--- src/source/arm_pkg.sv ---
`default_nettype none

package arm_pkg;

	typedef logic [31:0] word_t;
	typedef logic [3:0] reg_idx_t;

	// condition flags, same order as the top nibble of the cpsr
	typedef struct packed {
		logic n;
		logic z;
		logic c;
		logic v;
	} flags_t;

	typedef enum logic [1:0] {
		st_init   = 2'd0,
		st_fetch  = 2'd1,
		st_decode = 2'd2,
		st_exec   = 2'd3
	} cpu_state_t;

	// data-processing opcodes, instr[24:21]
	typedef enum logic [3:0] {
		op_and, op_eor, op_sub, op_rsb,
		op_add, op_adc, op_sbc, op_rsc,
		op_tst, op_teq, op_cmp, op_cmn,
		op_orr, op_mov, op_bic, op_mvn
	} alu_op_t;

	// condition field, instr[31:28]; 4'hf is left out
	typedef enum logic [3:0] {
		cond_eq, cond_ne, cond_cs, cond_cc,
		cond_mi, cond_pl, cond_vs, cond_vc,
		cond_hi, cond_ls, cond_ge, cond_lt,
		cond_gt, cond_le, cond_al
	} cond_t;

	typedef enum logic [1:0] {
		w_byte = 2'd0,
		w_word = 2'd2
	} width_t;

	typedef struct packed {
		word_t  value;
		flags_t flags;
		logic   wr;	// low for tst, teq, cmp, cmn
	} dp_result_t;

	typedef struct packed {
		logic   valid;
		logic   load;
		width_t width;
		word_t  addr;
	} ls_req_t;

	localparam word_t pc_step = 32'd4;
	localparam word_t pc_read_ahead = 32'd8;	// r15 reads see two instructions ahead

endpackage

`default_nettype wire

--- src/source/reg_file.sv ---
`timescale 1ns/10ps
`default_nettype none

module reg_file (
	input  logic              clk,
	input  arm_pkg::reg_idx_t rn_idx,
	input  arm_pkg::reg_idx_t rm_idx,
	input  arm_pkg::reg_idx_t rd_idx,
	input  arm_pkg::word_t    pc,
	output arm_pkg::word_t    rn_val,
	output arm_pkg::word_t    rm_val,
	output arm_pkg::word_t    rd_val,
	input  logic              wr_en,
	input  arm_pkg::reg_idx_t wr_idx,
	input  arm_pkg::word_t    wr_data
);
	import arm_pkg::*;

	word_t regs [0:14];	// r0 .. r14

	// index 15 reads the pc two instructions ahead
	assign rn_val = (rn_idx == 4'd15) ? pc + pc_read_ahead : regs[rn_idx];
	assign rm_val = (rm_idx == 4'd15) ? pc + pc_read_ahead : regs[rm_idx];
	assign rd_val = (rd_idx == 4'd15) ? pc + pc_read_ahead : regs[rd_idx];

	// pc writes are handled by the control unit
	always_ff @(posedge clk) begin
		if (wr_en && wr_idx != 4'd15)
			regs[wr_idx] <= wr_data;
	end

endmodule

`default_nettype wire

--- src/source/dp_unit.sv ---
`timescale 1ns/10ps
`default_nettype none

module dp_unit (
	input  arm_pkg::word_t      instr,
	input  arm_pkg::word_t      rn_val,
	input  arm_pkg::word_t      rm_val,
	input  arm_pkg::flags_t     flags,
	output arm_pkg::dp_result_t result
);
	import arm_pkg::*;

	alu_op_t     op;
	logic [4:0]  amt;
	logic [4:0]  rot;
	word_t       op2;
	logic        op2_c;
	logic [32:0] sh;
	word_t       x;
	word_t       y;
	logic        cin;
	logic        arith;
	word_t       lv;
	logic [32:0] sum;
	word_t       value;

	function automatic word_t ror32(input word_t a, input logic [4:0] n);
		logic [63:0] d;
		d = {a, a} >> n;
		return d[31:0];
	endfunction

	assign op = alu_op_t'(instr[24:21]);
	assign amt = instr[11:7];
	assign rot = {instr[11:8], 1'b0};

	// shifter operand
	always_comb begin
		sh = '0;
		op2 = rm_val;
		op2_c = flags.c;
		if (instr[25]) begin
			op2 = ror32({24'b0, instr[7:0]}, rot);
			if (rot != 5'd0)
				op2_c = op2[31];
		end else begin
			case (instr[6:5])
				2'b00: if (amt != 5'd0) begin	// lsl
					sh = {1'b0, rm_val} << amt;
					op2 = sh[31:0];
					op2_c = sh[32];
				end
				2'b01: if (amt == 5'd0) begin	// lsr #32
					op2 = '0;
					op2_c = rm_val[31];
				end else begin
					sh = {rm_val, 1'b0} >> amt;
					op2 = sh[32:1];
					op2_c = sh[0];
				end
				2'b10: if (amt == 5'd0) begin	// asr #32
					op2 = {32{rm_val[31]}};
					op2_c = rm_val[31];
				end else begin
					sh = $signed({rm_val, 1'b0}) >>> amt;
					op2 = sh[32:1];
					op2_c = sh[0];
				end
				default: if (amt == 5'd0) begin	// rrx
					op2 = {flags.c, rm_val[31:1]};
					op2_c = rm_val[0];
				end else begin
					op2 = ror32(rm_val, amt);
					op2_c = op2[31];
				end
			endcase
		end
	end

	// alu, subtracts run as x + ~y + carry
	always_comb begin
		x = rn_val;
		y = op2;
		cin = 1'b0;
		arith = 1'b1;
		lv = '0;
		case (op)
			op_and, op_tst: begin lv = rn_val & op2; arith = 1'b0; end
			op_eor, op_teq: begin lv = rn_val ^ op2; arith = 1'b0; end
			op_orr: begin lv = rn_val | op2; arith = 1'b0; end
			op_mov: begin lv = op2; arith = 1'b0; end
			op_bic: begin lv = rn_val & ~op2; arith = 1'b0; end
			op_mvn: begin lv = ~op2; arith = 1'b0; end
			op_sub, op_cmp: begin y = ~op2; cin = 1'b1; end
			op_rsb: begin x = op2; y = ~rn_val; cin = 1'b1; end
			op_adc: cin = flags.c;
			op_sbc: begin y = ~op2; cin = flags.c; end
			op_rsc: begin x = op2; y = ~rn_val; cin = flags.c; end
			default: ;	// add, cmn
		endcase
		sum = {1'b0, x} + {1'b0, y} + {32'b0, cin};
		value = arith ? sum[31:0] : lv;

		result.value = value;
		result.flags.n = value[31];
		result.flags.z = value == 32'd0;
		result.flags.c = arith ? sum[32] : op2_c;
		result.flags.v = arith ? (x[31] == y[31]) && (sum[31] != x[31]) : flags.v;
		result.wr = instr[24:23] != 2'b10;	// test and compare ops
	end

endmodule

`default_nettype wire

--- src/source/ls_unit.sv ---
`timescale 1ns/10ps
`default_nettype none

module ls_unit (
	input  arm_pkg::word_t   instr,
	input  arm_pkg::word_t   rn_val,
	input  arm_pkg::word_t   rm_val,
	input  arm_pkg::word_t   mem_rdata,
	output arm_pkg::ls_req_t req,
	output arm_pkg::word_t   load_val
);
	import arm_pkg::*;

	word_t offset;
	logic  is_byte;

	// i bit set means register offset in mode 2
	assign offset = instr[25] ? rm_val : {20'b0, instr[11:0]};
	assign is_byte = instr[22];

	always_comb begin
		req.valid = instr[27:26] == 2'b01;
		req.load = instr[20];
		req.width = is_byte ? w_byte : w_word;
		req.addr = instr[23] ? rn_val + offset : rn_val - offset;	// pre-indexed only
	end

	// byte loads come back in the low lane
	assign load_val = is_byte ? {24'b0, mem_rdata[7:0]} : mem_rdata;

endmodule

`default_nettype wire

--- src/source/cpu_control.sv ---
`timescale 1ns/10ps
`default_nettype none

module cpu_control #(
	parameter arm_pkg::word_t reset_pc = 32'h0800_0000
) (
	input  logic                clk,
	input  logic                rstn,
	output arm_pkg::word_t      instr,
	output arm_pkg::word_t      pc,
	output arm_pkg::flags_t     flags,
	output arm_pkg::reg_idx_t   rn_idx,
	output arm_pkg::reg_idx_t   rm_idx,
	output arm_pkg::reg_idx_t   rd_idx,
	input  arm_pkg::dp_result_t dp,
	input  arm_pkg::ls_req_t    ls,
	input  arm_pkg::word_t      load_val,
	input  arm_pkg::word_t      rd_val,
	output logic                wr_en,
	output arm_pkg::reg_idx_t   wr_idx,
	output arm_pkg::word_t      wr_data,
	output arm_pkg::word_t      mem_addr,
	output arm_pkg::word_t      mem_wdata,
	output arm_pkg::width_t     mem_width,
	output logic                mem_read,
	output logic                mem_write,
	input  arm_pkg::word_t      mem_rdata,
	input  logic                mem_ok
);
	import arm_pkg::*;

	cpu_state_t state;
	cpu_state_t state_nx;
	word_t      pc_nx;
	flags_t     flags_nx;
	logic       ir_load;
	logic       cond_ok;
	logic       is_branch;
	logic       is_dp;
	word_t      br_offset;

	function automatic logic cond_pass(input cond_t c, input flags_t f);
		case (c)
			cond_eq: return f.z;
			cond_ne: return !f.z;
			cond_cs: return f.c;
			cond_cc: return !f.c;
			cond_mi: return f.n;
			cond_pl: return !f.n;
			cond_vs: return f.v;
			cond_vc: return !f.v;
			cond_hi: return f.c && !f.z;
			cond_ls: return !f.c || f.z;
			cond_ge: return f.n == f.v;
			cond_lt: return f.n != f.v;
			cond_gt: return !f.z && (f.n == f.v);
			cond_le: return f.z || (f.n != f.v);
			cond_al: return 1'b1;
			default: return 1'b0;	// nv never executes
		endcase
	endfunction

	assign rn_idx = instr[19:16];
	assign rm_idx = instr[3:0];
	assign rd_idx = instr[15:12];

	assign cond_ok = cond_pass(cond_t'(instr[31:28]), flags);
	assign is_branch = instr[27:25] == 3'b101;
	assign is_dp = instr[27:26] == 2'b00;
	assign br_offset = {{6{instr[23]}}, instr[23:0], 2'b00};

	assign mem_wdata = rd_val;	// stores always take rd

	always_comb begin
		state_nx = state;
		pc_nx = pc;
		flags_nx = flags;
		ir_load = 1'b0;
		wr_en = 1'b0;
		wr_idx = rd_idx;
		wr_data = dp.value;
		mem_addr = pc;
		mem_width = w_word;
		mem_read = 1'b0;
		mem_write = 1'b0;

		// an unknown state falls to default, so the strobes stay low
		case (state)
			st_init: begin
				pc_nx = reset_pc;
				flags_nx = '0;
				state_nx = st_fetch;
			end
			st_fetch: begin
				mem_read = 1'b1;
				if (mem_ok) begin
					ir_load = 1'b1;
					state_nx = st_decode;
				end
			end
			st_decode: state_nx = st_exec;
			st_exec: begin
				pc_nx = pc + pc_step;
				if (cond_ok && is_branch) begin
					pc_nx = pc + pc_read_ahead + br_offset;
					if (instr[24]) begin	// bl
						wr_en = 1'b1;
						wr_idx = 4'd14;
						wr_data = pc + pc_step;
					end
				end else if (cond_ok && ls.valid) begin
					mem_addr = ls.addr;
					mem_width = ls.width;
					mem_read = ls.load;
					mem_write = !ls.load;
					wr_en = ls.load;
					wr_data = load_val;
				end else if (cond_ok && is_dp) begin
					wr_en = dp.wr;
					if (instr[20])
						flags_nx = dp.flags;
				end

				// r15 lives here, not in the register file
				if (wr_en && wr_idx == 4'd15) begin
					pc_nx = {wr_data[31:2], 2'b00};
					wr_en = 1'b0;
				end

				// hold everything while the data access waits
				if ((mem_read || mem_write) && !mem_ok) begin
					wr_en = 1'b0;
					pc_nx = pc;
					flags_nx = flags;
				end else begin
					state_nx = st_fetch;
				end
			end
			default: state_nx = st_init;
		endcase
	end

	always_ff @(posedge clk) begin
		if (!rstn) begin
			state <= st_init;
			pc <= reset_pc;
			flags <= '0;
		end else begin
			state <= state_nx;
			pc <= pc_nx;
			flags <= flags_nx;
		end
	end

	always_ff @(posedge clk) begin
		if (ir_load)
			instr <= mem_rdata;
	end

endmodule

`default_nettype wire

--- src/source/cpu_top.sv ---
`timescale 1ns/10ps
`default_nettype none

module cpu_top #(
	parameter arm_pkg::word_t reset_pc = 32'h0800_0000
) (
	input  logic            clk,
	input  logic            rstn,
	output arm_pkg::word_t  mem_addr,
	output arm_pkg::word_t  mem_wdata,
	input  arm_pkg::word_t  mem_rdata,
	output arm_pkg::width_t mem_width,
	output logic            mem_read,
	output logic            mem_write,
	input  logic            mem_ok
);
	import arm_pkg::*;

	word_t      instr;
	word_t      pc;
	flags_t     flags;
	reg_idx_t   rn_idx;
	reg_idx_t   rm_idx;
	reg_idx_t   rd_idx;
	word_t      rn_val;
	word_t      rm_val;
	word_t      rd_val;
	dp_result_t dp;
	ls_req_t    ls;
	word_t      load_val;
	logic       wr_en;
	reg_idx_t   wr_idx;
	word_t      wr_data;

	cpu_control #(
		.reset_pc(reset_pc)
	) u_control (
		.clk(clk),
		.rstn(rstn),
		.instr(instr),
		.pc(pc),
		.flags(flags),
		.rn_idx(rn_idx),
		.rm_idx(rm_idx),
		.rd_idx(rd_idx),
		.dp(dp),
		.ls(ls),
		.load_val(load_val),
		.rd_val(rd_val),
		.wr_en(wr_en),
		.wr_idx(wr_idx),
		.wr_data(wr_data),
		.mem_addr(mem_addr),
		.mem_wdata(mem_wdata),
		.mem_width(mem_width),
		.mem_read(mem_read),
		.mem_write(mem_write),
		.mem_rdata(mem_rdata),
		.mem_ok(mem_ok)
	);

	reg_file u_regs (
		.clk(clk),
		.rn_idx(rn_idx),
		.rm_idx(rm_idx),
		.rd_idx(rd_idx),
		.pc(pc),
		.rn_val(rn_val),
		.rm_val(rm_val),
		.rd_val(rd_val),
		.wr_en(wr_en),
		.wr_idx(wr_idx),
		.wr_data(wr_data)
	);

	dp_unit u_dp (
		.instr(instr),
		.rn_val(rn_val),
		.rm_val(rm_val),
		.flags(flags),
		.result(dp)
	);

	ls_unit u_ls (
		.instr(instr),
		.rn_val(rn_val),
		.rm_val(rm_val),
		.mem_rdata(mem_rdata),
		.req(ls),
		.load_val(load_val)
	);

endmodule

`default_nettype wire

--- config.mk ---
export PLATFORM = sky130hd
export DESIGN_NAME = cpu_top
export DESIGN_NICKNAME = d
export VERILOG_FILES = /design/src/source/arm_pkg.sv /design/src/source/reg_file.sv /design/src/source/dp_unit.sv /design/src/source/ls_unit.sv /design/src/source/cpu_control.sv /design/src/source/cpu_top.sv
export SDC_FILE = /design/constraint.sdc
export NUM_CORES = 2
export LEC_CHECK = 0
export BUFFER_PORTS_ARGS = -buffer_cell sky130_fd_sc_hd__buf_2
export CAP_MARGIN = 10
export CELL_PAD_IN_SITES_DETAIL_PLACEMENT = 0
export CELL_PAD_IN_SITES_GLOBAL_PLACEMENT = 1
export CORE_MARGIN = 4
export CORE_UTILIZATION = 50
export DETAILED_ROUTE_END_ITERATION = 6
export PLACE_DENSITY_LB_ADDON = 0.1
export SKIP_CTS_REPAIR_TIMING = 1
export SYNTH_ARGS = -nofsm -noshare
export SYNTH_HDL_FRONTEND = slang
export SYNTH_SLANG_ARGS = --single-unit
--- constraint.sdc ---
create_clock -name clk -period 8.6 [get_ports clk]
set_input_delay 0.86 -clock clk [delete_from_list [all_inputs] [get_ports clk]]
set_output_delay 0.86 -clock clk [all_outputs]
set_load 0.02 [all_outputs]
# == Word level (Yosys, flattened, before mapping) ==
# Memories as Yosys holds them, arrays and structs flattened. A register that Yosys moved wholly into a read port is not among the register bits.
# Index checks and enable logic that the tools add are counted.
# word_totals
ff_bits,70
ramBits,480
input_bits,35
out_inout_bits,68
wordCells,197
n_memories,1
# memory_table
memory,depth,word_bits,read_ports,rd_ports_with_merged_regs,wr,line,rtl
u_regs.regs,15,32,3,3,1,reg_file.sv:19,word_t regs [0:14];
# op_classes
addsub,7
n_eq_ne,53
shift,5
mux,78
n_bitwise,6
reduce_logical,40
# ops
cell,n
32-bit two-way mux,23
32-bit one-hot mux with 6 select lines,1
32-bit one-hot mux with 2 select lines,2
32-bit one-hot mux with 3 select lines,1
4-bit equality test (second input constant),18
32-bit adder,2
32-bit AND,2
32-bit inverter,2
64-bit by 5-bit right shift with 32-bit output,1
4-bit two-way mux,12
40-bit by 5-bit right shift with 32-bit output,1
32-bit by 32-bit adder with 33-bit output,1
33-bit by 1-bit adder with 33-bit output,1
32-bit by 5-bit left shift with 33-bit output,1
33-bit by 5-bit right shift with 33-bit output,1
33-bit by 5-bit >>> shifter with 33-bit output,1
32-bit by 3-bit adder with 32-bit output (second input constant),1
32-bit by 4-bit adder with 32-bit output (second input constant),1
32-bit zero test,1
32-bit OR,1
32-bit subtractor,1
32-bit bitwise XOR,1
4-bit by 3-bit equality test with 1-bit output (second input constant),7
1-bit two-way mux,27
33 further kinds,79

# == Depth between registers and ports, before layout ==
# logic_depth
depth_word,19
mapped_depth,38
ltp_nobuf,31

# == Modules after synthesis ==
# Synthesis repeated with hierarchy kept, for this count alone.
# unflattened
hier_cells,5097
area_unflattened_um2,51430.6
# by_module_without_submodules
module,instances,cells_per_inst,area_each_um2,seq_area_each_um2
reg_file,1,1752,27318.7,14413.8
dp_unit,1,1909,13467.9,0.0
cpu_control,1,959,7438.4,1681.6
ls_unit,1,477,3205.6,0.0

# == Worst setup path before layout ==
# OpenSTA, ideal clock, no wires.
# synth_path
kind,flip-flop to output port
start,register with a tool-made name
end,output mem_addr[30]
arrival_ps,7230
t_required_ps,7740
path_slack_ps,510
path_stages_with_launch,26
n_path_buf,4
cell_sequence,dfxtp_1 clkbuf_1 buf_1 clkbuf_1 buf_1 mux4_2 mux4_2 a21oi_1 inv_1 ha_1 a21o_1 a21oi_1 o21bai_1 a21oi_1 o211a_1 o31ai_1 o41a_1 a211oi_1 nor3_1 a41o_1 o41a_1 nand4_1 nand4b_1 a21oi_1 xor2_1 o21ai_0
# synth_lines
element,line,rtl
"end, declared",cpu_top.sv:9,"output arm_pkg::word_t mem_addr,"

==> impl_metrics.env <==
export IMPL_grt_pass1_wl_um=360000
export IMPL_arrival_ns=9.07
export IMPL_cts_tree="built"
export IMPL_netlist_area_um2=49000
export IMPL_hold_end="u_control.instr[20]$_DFFE_PP_"
export IMPL_dieArea_um2=103000
export IMPL_synth_fp_nets=5140
export IMPL_placed_area_um2=54300
export IMPL_ys_warn_count=0
export IMPL_synth_main_ff_cell="edfxtp_1"
export IMPL_synthArstFlopShare_pct=0
export IMPL_cts_max_level=2
export IMPL_p_leak_nw=21.0
export IMPL_design_area_um2=57000
export IMPL_drt_iter0_drc=9841
export IMPL_ys_types=103
export IMPL_finalNetCount=5480
export IMPL_grt_pass1_vias=46556
export IMPL_fill_cells=8087
export IMPL_cts_sinks=560
export IMPL_wl_per_cell_um=39.2
export IMPL_met2_length_um=107000
export IMPL_syn_area_per_cell_um2=9.86
export IMPL_rr_endpoint="u_control.flags[2]$_SDFFE_PN0P_"
export IMPL_hp_class="input pin to register"
export IMPL_layout_commonest_cell="buf_4"
export IMPL_antenna_found_initial=15
export IMPL_die_w_um=321
export IMPL_crit_path_start_kind="register"
export IMPL_fin_crit_ns=8.45
export IMPL_finalNonFillerCells=6641
export IMPL_postLayoutCoreUtil_pct=58.7
export IMPL_grt_max_degree=99
export IMPL_finalHoldViolations=0
export IMPL_clock_skew_ns=0.0830
export IMPL_totalWireLength_um=260000
export IMPL_num_io_pins=103
export IMPL_required_ns=9.22
export IMPL_die_y_um=321
export IMPL_clkTransAtPathRegs_ns=0.07
export IMPL_hold_path_depth=1
export IMPL_slowest_stage="mux4_2"
export IMPL_crit_path_end_kind="register"
export IMPL_layout_common_cells="buf_4 (560), nand2_1 (517), edfxtp_1 (512)"
export IMPL_coreArea_um2=97000
export IMPL_cap_viol_max_count=0
export IMPL_drive_above_1_share_pct=26.2
export IMPL_violations="DRC"
export IMPL_portBuffers=101
export IMPL_synth_edf_count=512
export IMPL_start_util_pct=50.6
export IMPL_syn_inst=4971
export IMPL_drtPass1Iterations=7
export IMPL_max_slew_worst_pin_slew_ns=1.28
export IMPL_powerDensity_nw_per_um2=243
export IMPL_vias=50971
export IMPL_status="finished with violations"
export IMPL_root_buffer="clkbuf_16"
export IMPL_overflow=0
export IMPL_top_layer_used="met5"
export IMPL_worstHoldStart="mem_rdata[20]"
export IMPL_drv_slew=0
export IMPL_placed_cells=6498
export IMPL_rows=114
export IMPL_cts_buffers=55
export IMPL_ys_seq_area_share_pct=33.3
export IMPL_grt_usage_pct=49.0
export IMPL_crit_top_cell="buf_4"
export IMPL_r2r_cells=32
export IMPL_criticalPathCategory="register to register"
export IMPL_slowest_delay_ns=0.58
export IMPL_path_max_fanout=24
export IMPL_fmaxAchievable_ghz=0.118
export IMPL_met1_length_um=89900
export IMPL_ir_drop_mv=0.322
export IMPL_setup_viol=0
export IMPL_final_period_utilization_pct=98.2
export IMPL_drt_antenna_violating_nets=0
export IMPL_drc=9
export IMPL_insertion_delay_ns=0.68
export IMPL_vias_per_cell=7.68
export IMPL_hpwl_um=188000
export IMPL_max_slew_margin_pct=14.2
export IMPL_ff2ff_setup_slack_ns=0.15
export IMPL_dr_wl_met3_um=39200
export IMPL_ys_ff_latch=560
export IMPL_hold_ws_ns=0.379
export IMPL_routabilityCongestion=1.06
export IMPL_syn2layout_area_growth_pct=16.2
export IMPL_clockBufferDepth=3
==> power breakdown <==
| group | switching (W) | leakage [nW] | total (W) | internal, W |
|---|---|---|---|---|
| Sequential | 0.000103 | 5.01 | 0.00355 | 0.00345 |
| Clock | 0.00114 | 0.914 | 0.00257 | 0.00143 |
| Combinational | 0.00490 | 15.1 | 0.00770 | 0.00280 |
==> how the worst max path moves through the flow <==
stage / start / end / slack (ns) / cells after the start
after floorplan: register / mem_addr[30] / 0.51 / 25
final: register / u_control.flags[2]$_SDFFE_PN0P_ / 0.15 / 32
after CTS: register / u_regs.regs[1][26]$_DFFE_PP_ / -0.54 / 35
after detailed placement: register / u_regs.regs[3][26]$_DFFE_PP_ / -0.43 / 36
after global routing: register / mem_addr[30] / -0.08 / 28
after global placement: register / u_regs.regs[0][26]$_DFFE_PP_ / -0.40 / 34
==> metal layers <==
metal / up-vias / GRT usage, %
li1: 20197 / -
met1: 24379 / 62.7
met2: 5090 / 71.7
met3: 1297 / 15.7
met4: 8 / 31.9
met5: - / 0
==> per-stage QoR <==
stage | setup slack, ns | setup TNS, ns | power (W)
2_1_floorplan | 0.510 | 0 | 0.00743
4_1_cts | -0.536 | -16.69 | 0.0133
3_5_place_dp | -0.433 | -8.18 | 0.0107
6_report | 0.155 | 0 | 0.0138
5_1_grt | -0.0783 | -0.603 | 0.0141
3_3_place_gp | -0.404 | -7.58 | 0.0107
==> cell usage after synthesis (25+ instances only) <==
cell type,instances,area [um2]
o22ai_1,61,382
nor3_1,108,541
mux2i_1,224,2240
mux4_2,372,8380
o211ai_1,94,706
buf_1,61,229
mux2_2,51,574
a221oi_1,42,368
inv_1,104,390
nand2_1,519,1950
nor2_1,395,1480
dfxtp_1,48,961
nand2b_1,39,244
ha_1,130,1630
a21oi_1,355,1780
edfxtp_1,512,15400
or3_1,30,188
a21o_1,46,345
buf_2,31,155
a31oi_1,60,375
xor2_1,59,517
xnor2_1,90,788
a211oi_1,63,473
o21ai_0,464,2320
clkbuf_1,301,1130
nand4_1,27,169
nand3_1,92,460
a22oi_1,40,300
and3_1,25,156
a211o_1,26,228
==> flip-flops by register name (all words and copies together), names as in the netlist, named ones only <==
register,flops
u_regs.regs,480
u_control.pc,30
u_control.flags,4
u_control.state,2
u_control.instr,32
==> cell type report <==
cell class | instances | area (um2) | share of cell area, %
diodes | 9 | 22.5 | 0.0395
clock buffers | 63 | 1410 | 2.47
clock inverters | 39 | 480 | 0.843
inverters | 109 | 409 | 0.718
multi-input cells | 3884 | 31200 | 54.7
flip-flops and latches | 560 | 16400 | 28.7
well taps | 1276 | 1600 | 2.80
repair buffers | 701 | 5510 | 9.67
==> worst max-delay path, delay by kind of cell (launching register included) <==
kind / cells / cell delay, ns
AO/OA/AOI/OAI: 13 / 2.70
XOR/XNOR: 1 / 0.11
adder cells (fa/ha/maj): 1 / 0.24
buffers and inverters: 6 / 1.13
flip-flops: 1 / 0.39
multiplexers: 2 / 1.15
AND/OR/NAND/NOR: 9 / 2.64
==> cell families (layout without fill, tap and decap cells) <==
group	Yosys count	after routing	share of synthesized area, %
AND/OR/NAND/NOR	1369	1369	12.6
flip-flops	560	560	33.3
adder cells (fa/ha/maj)	134	134	3.48
buffers and inverters	527	912	4.40
other	1	10	0.00765
AO/OA/AOI/OAI	1584	1584	20.7
XOR/XNOR	149	149	2.66
multiplexers	647	647	22.8
(Power assumes the default switching activity.)
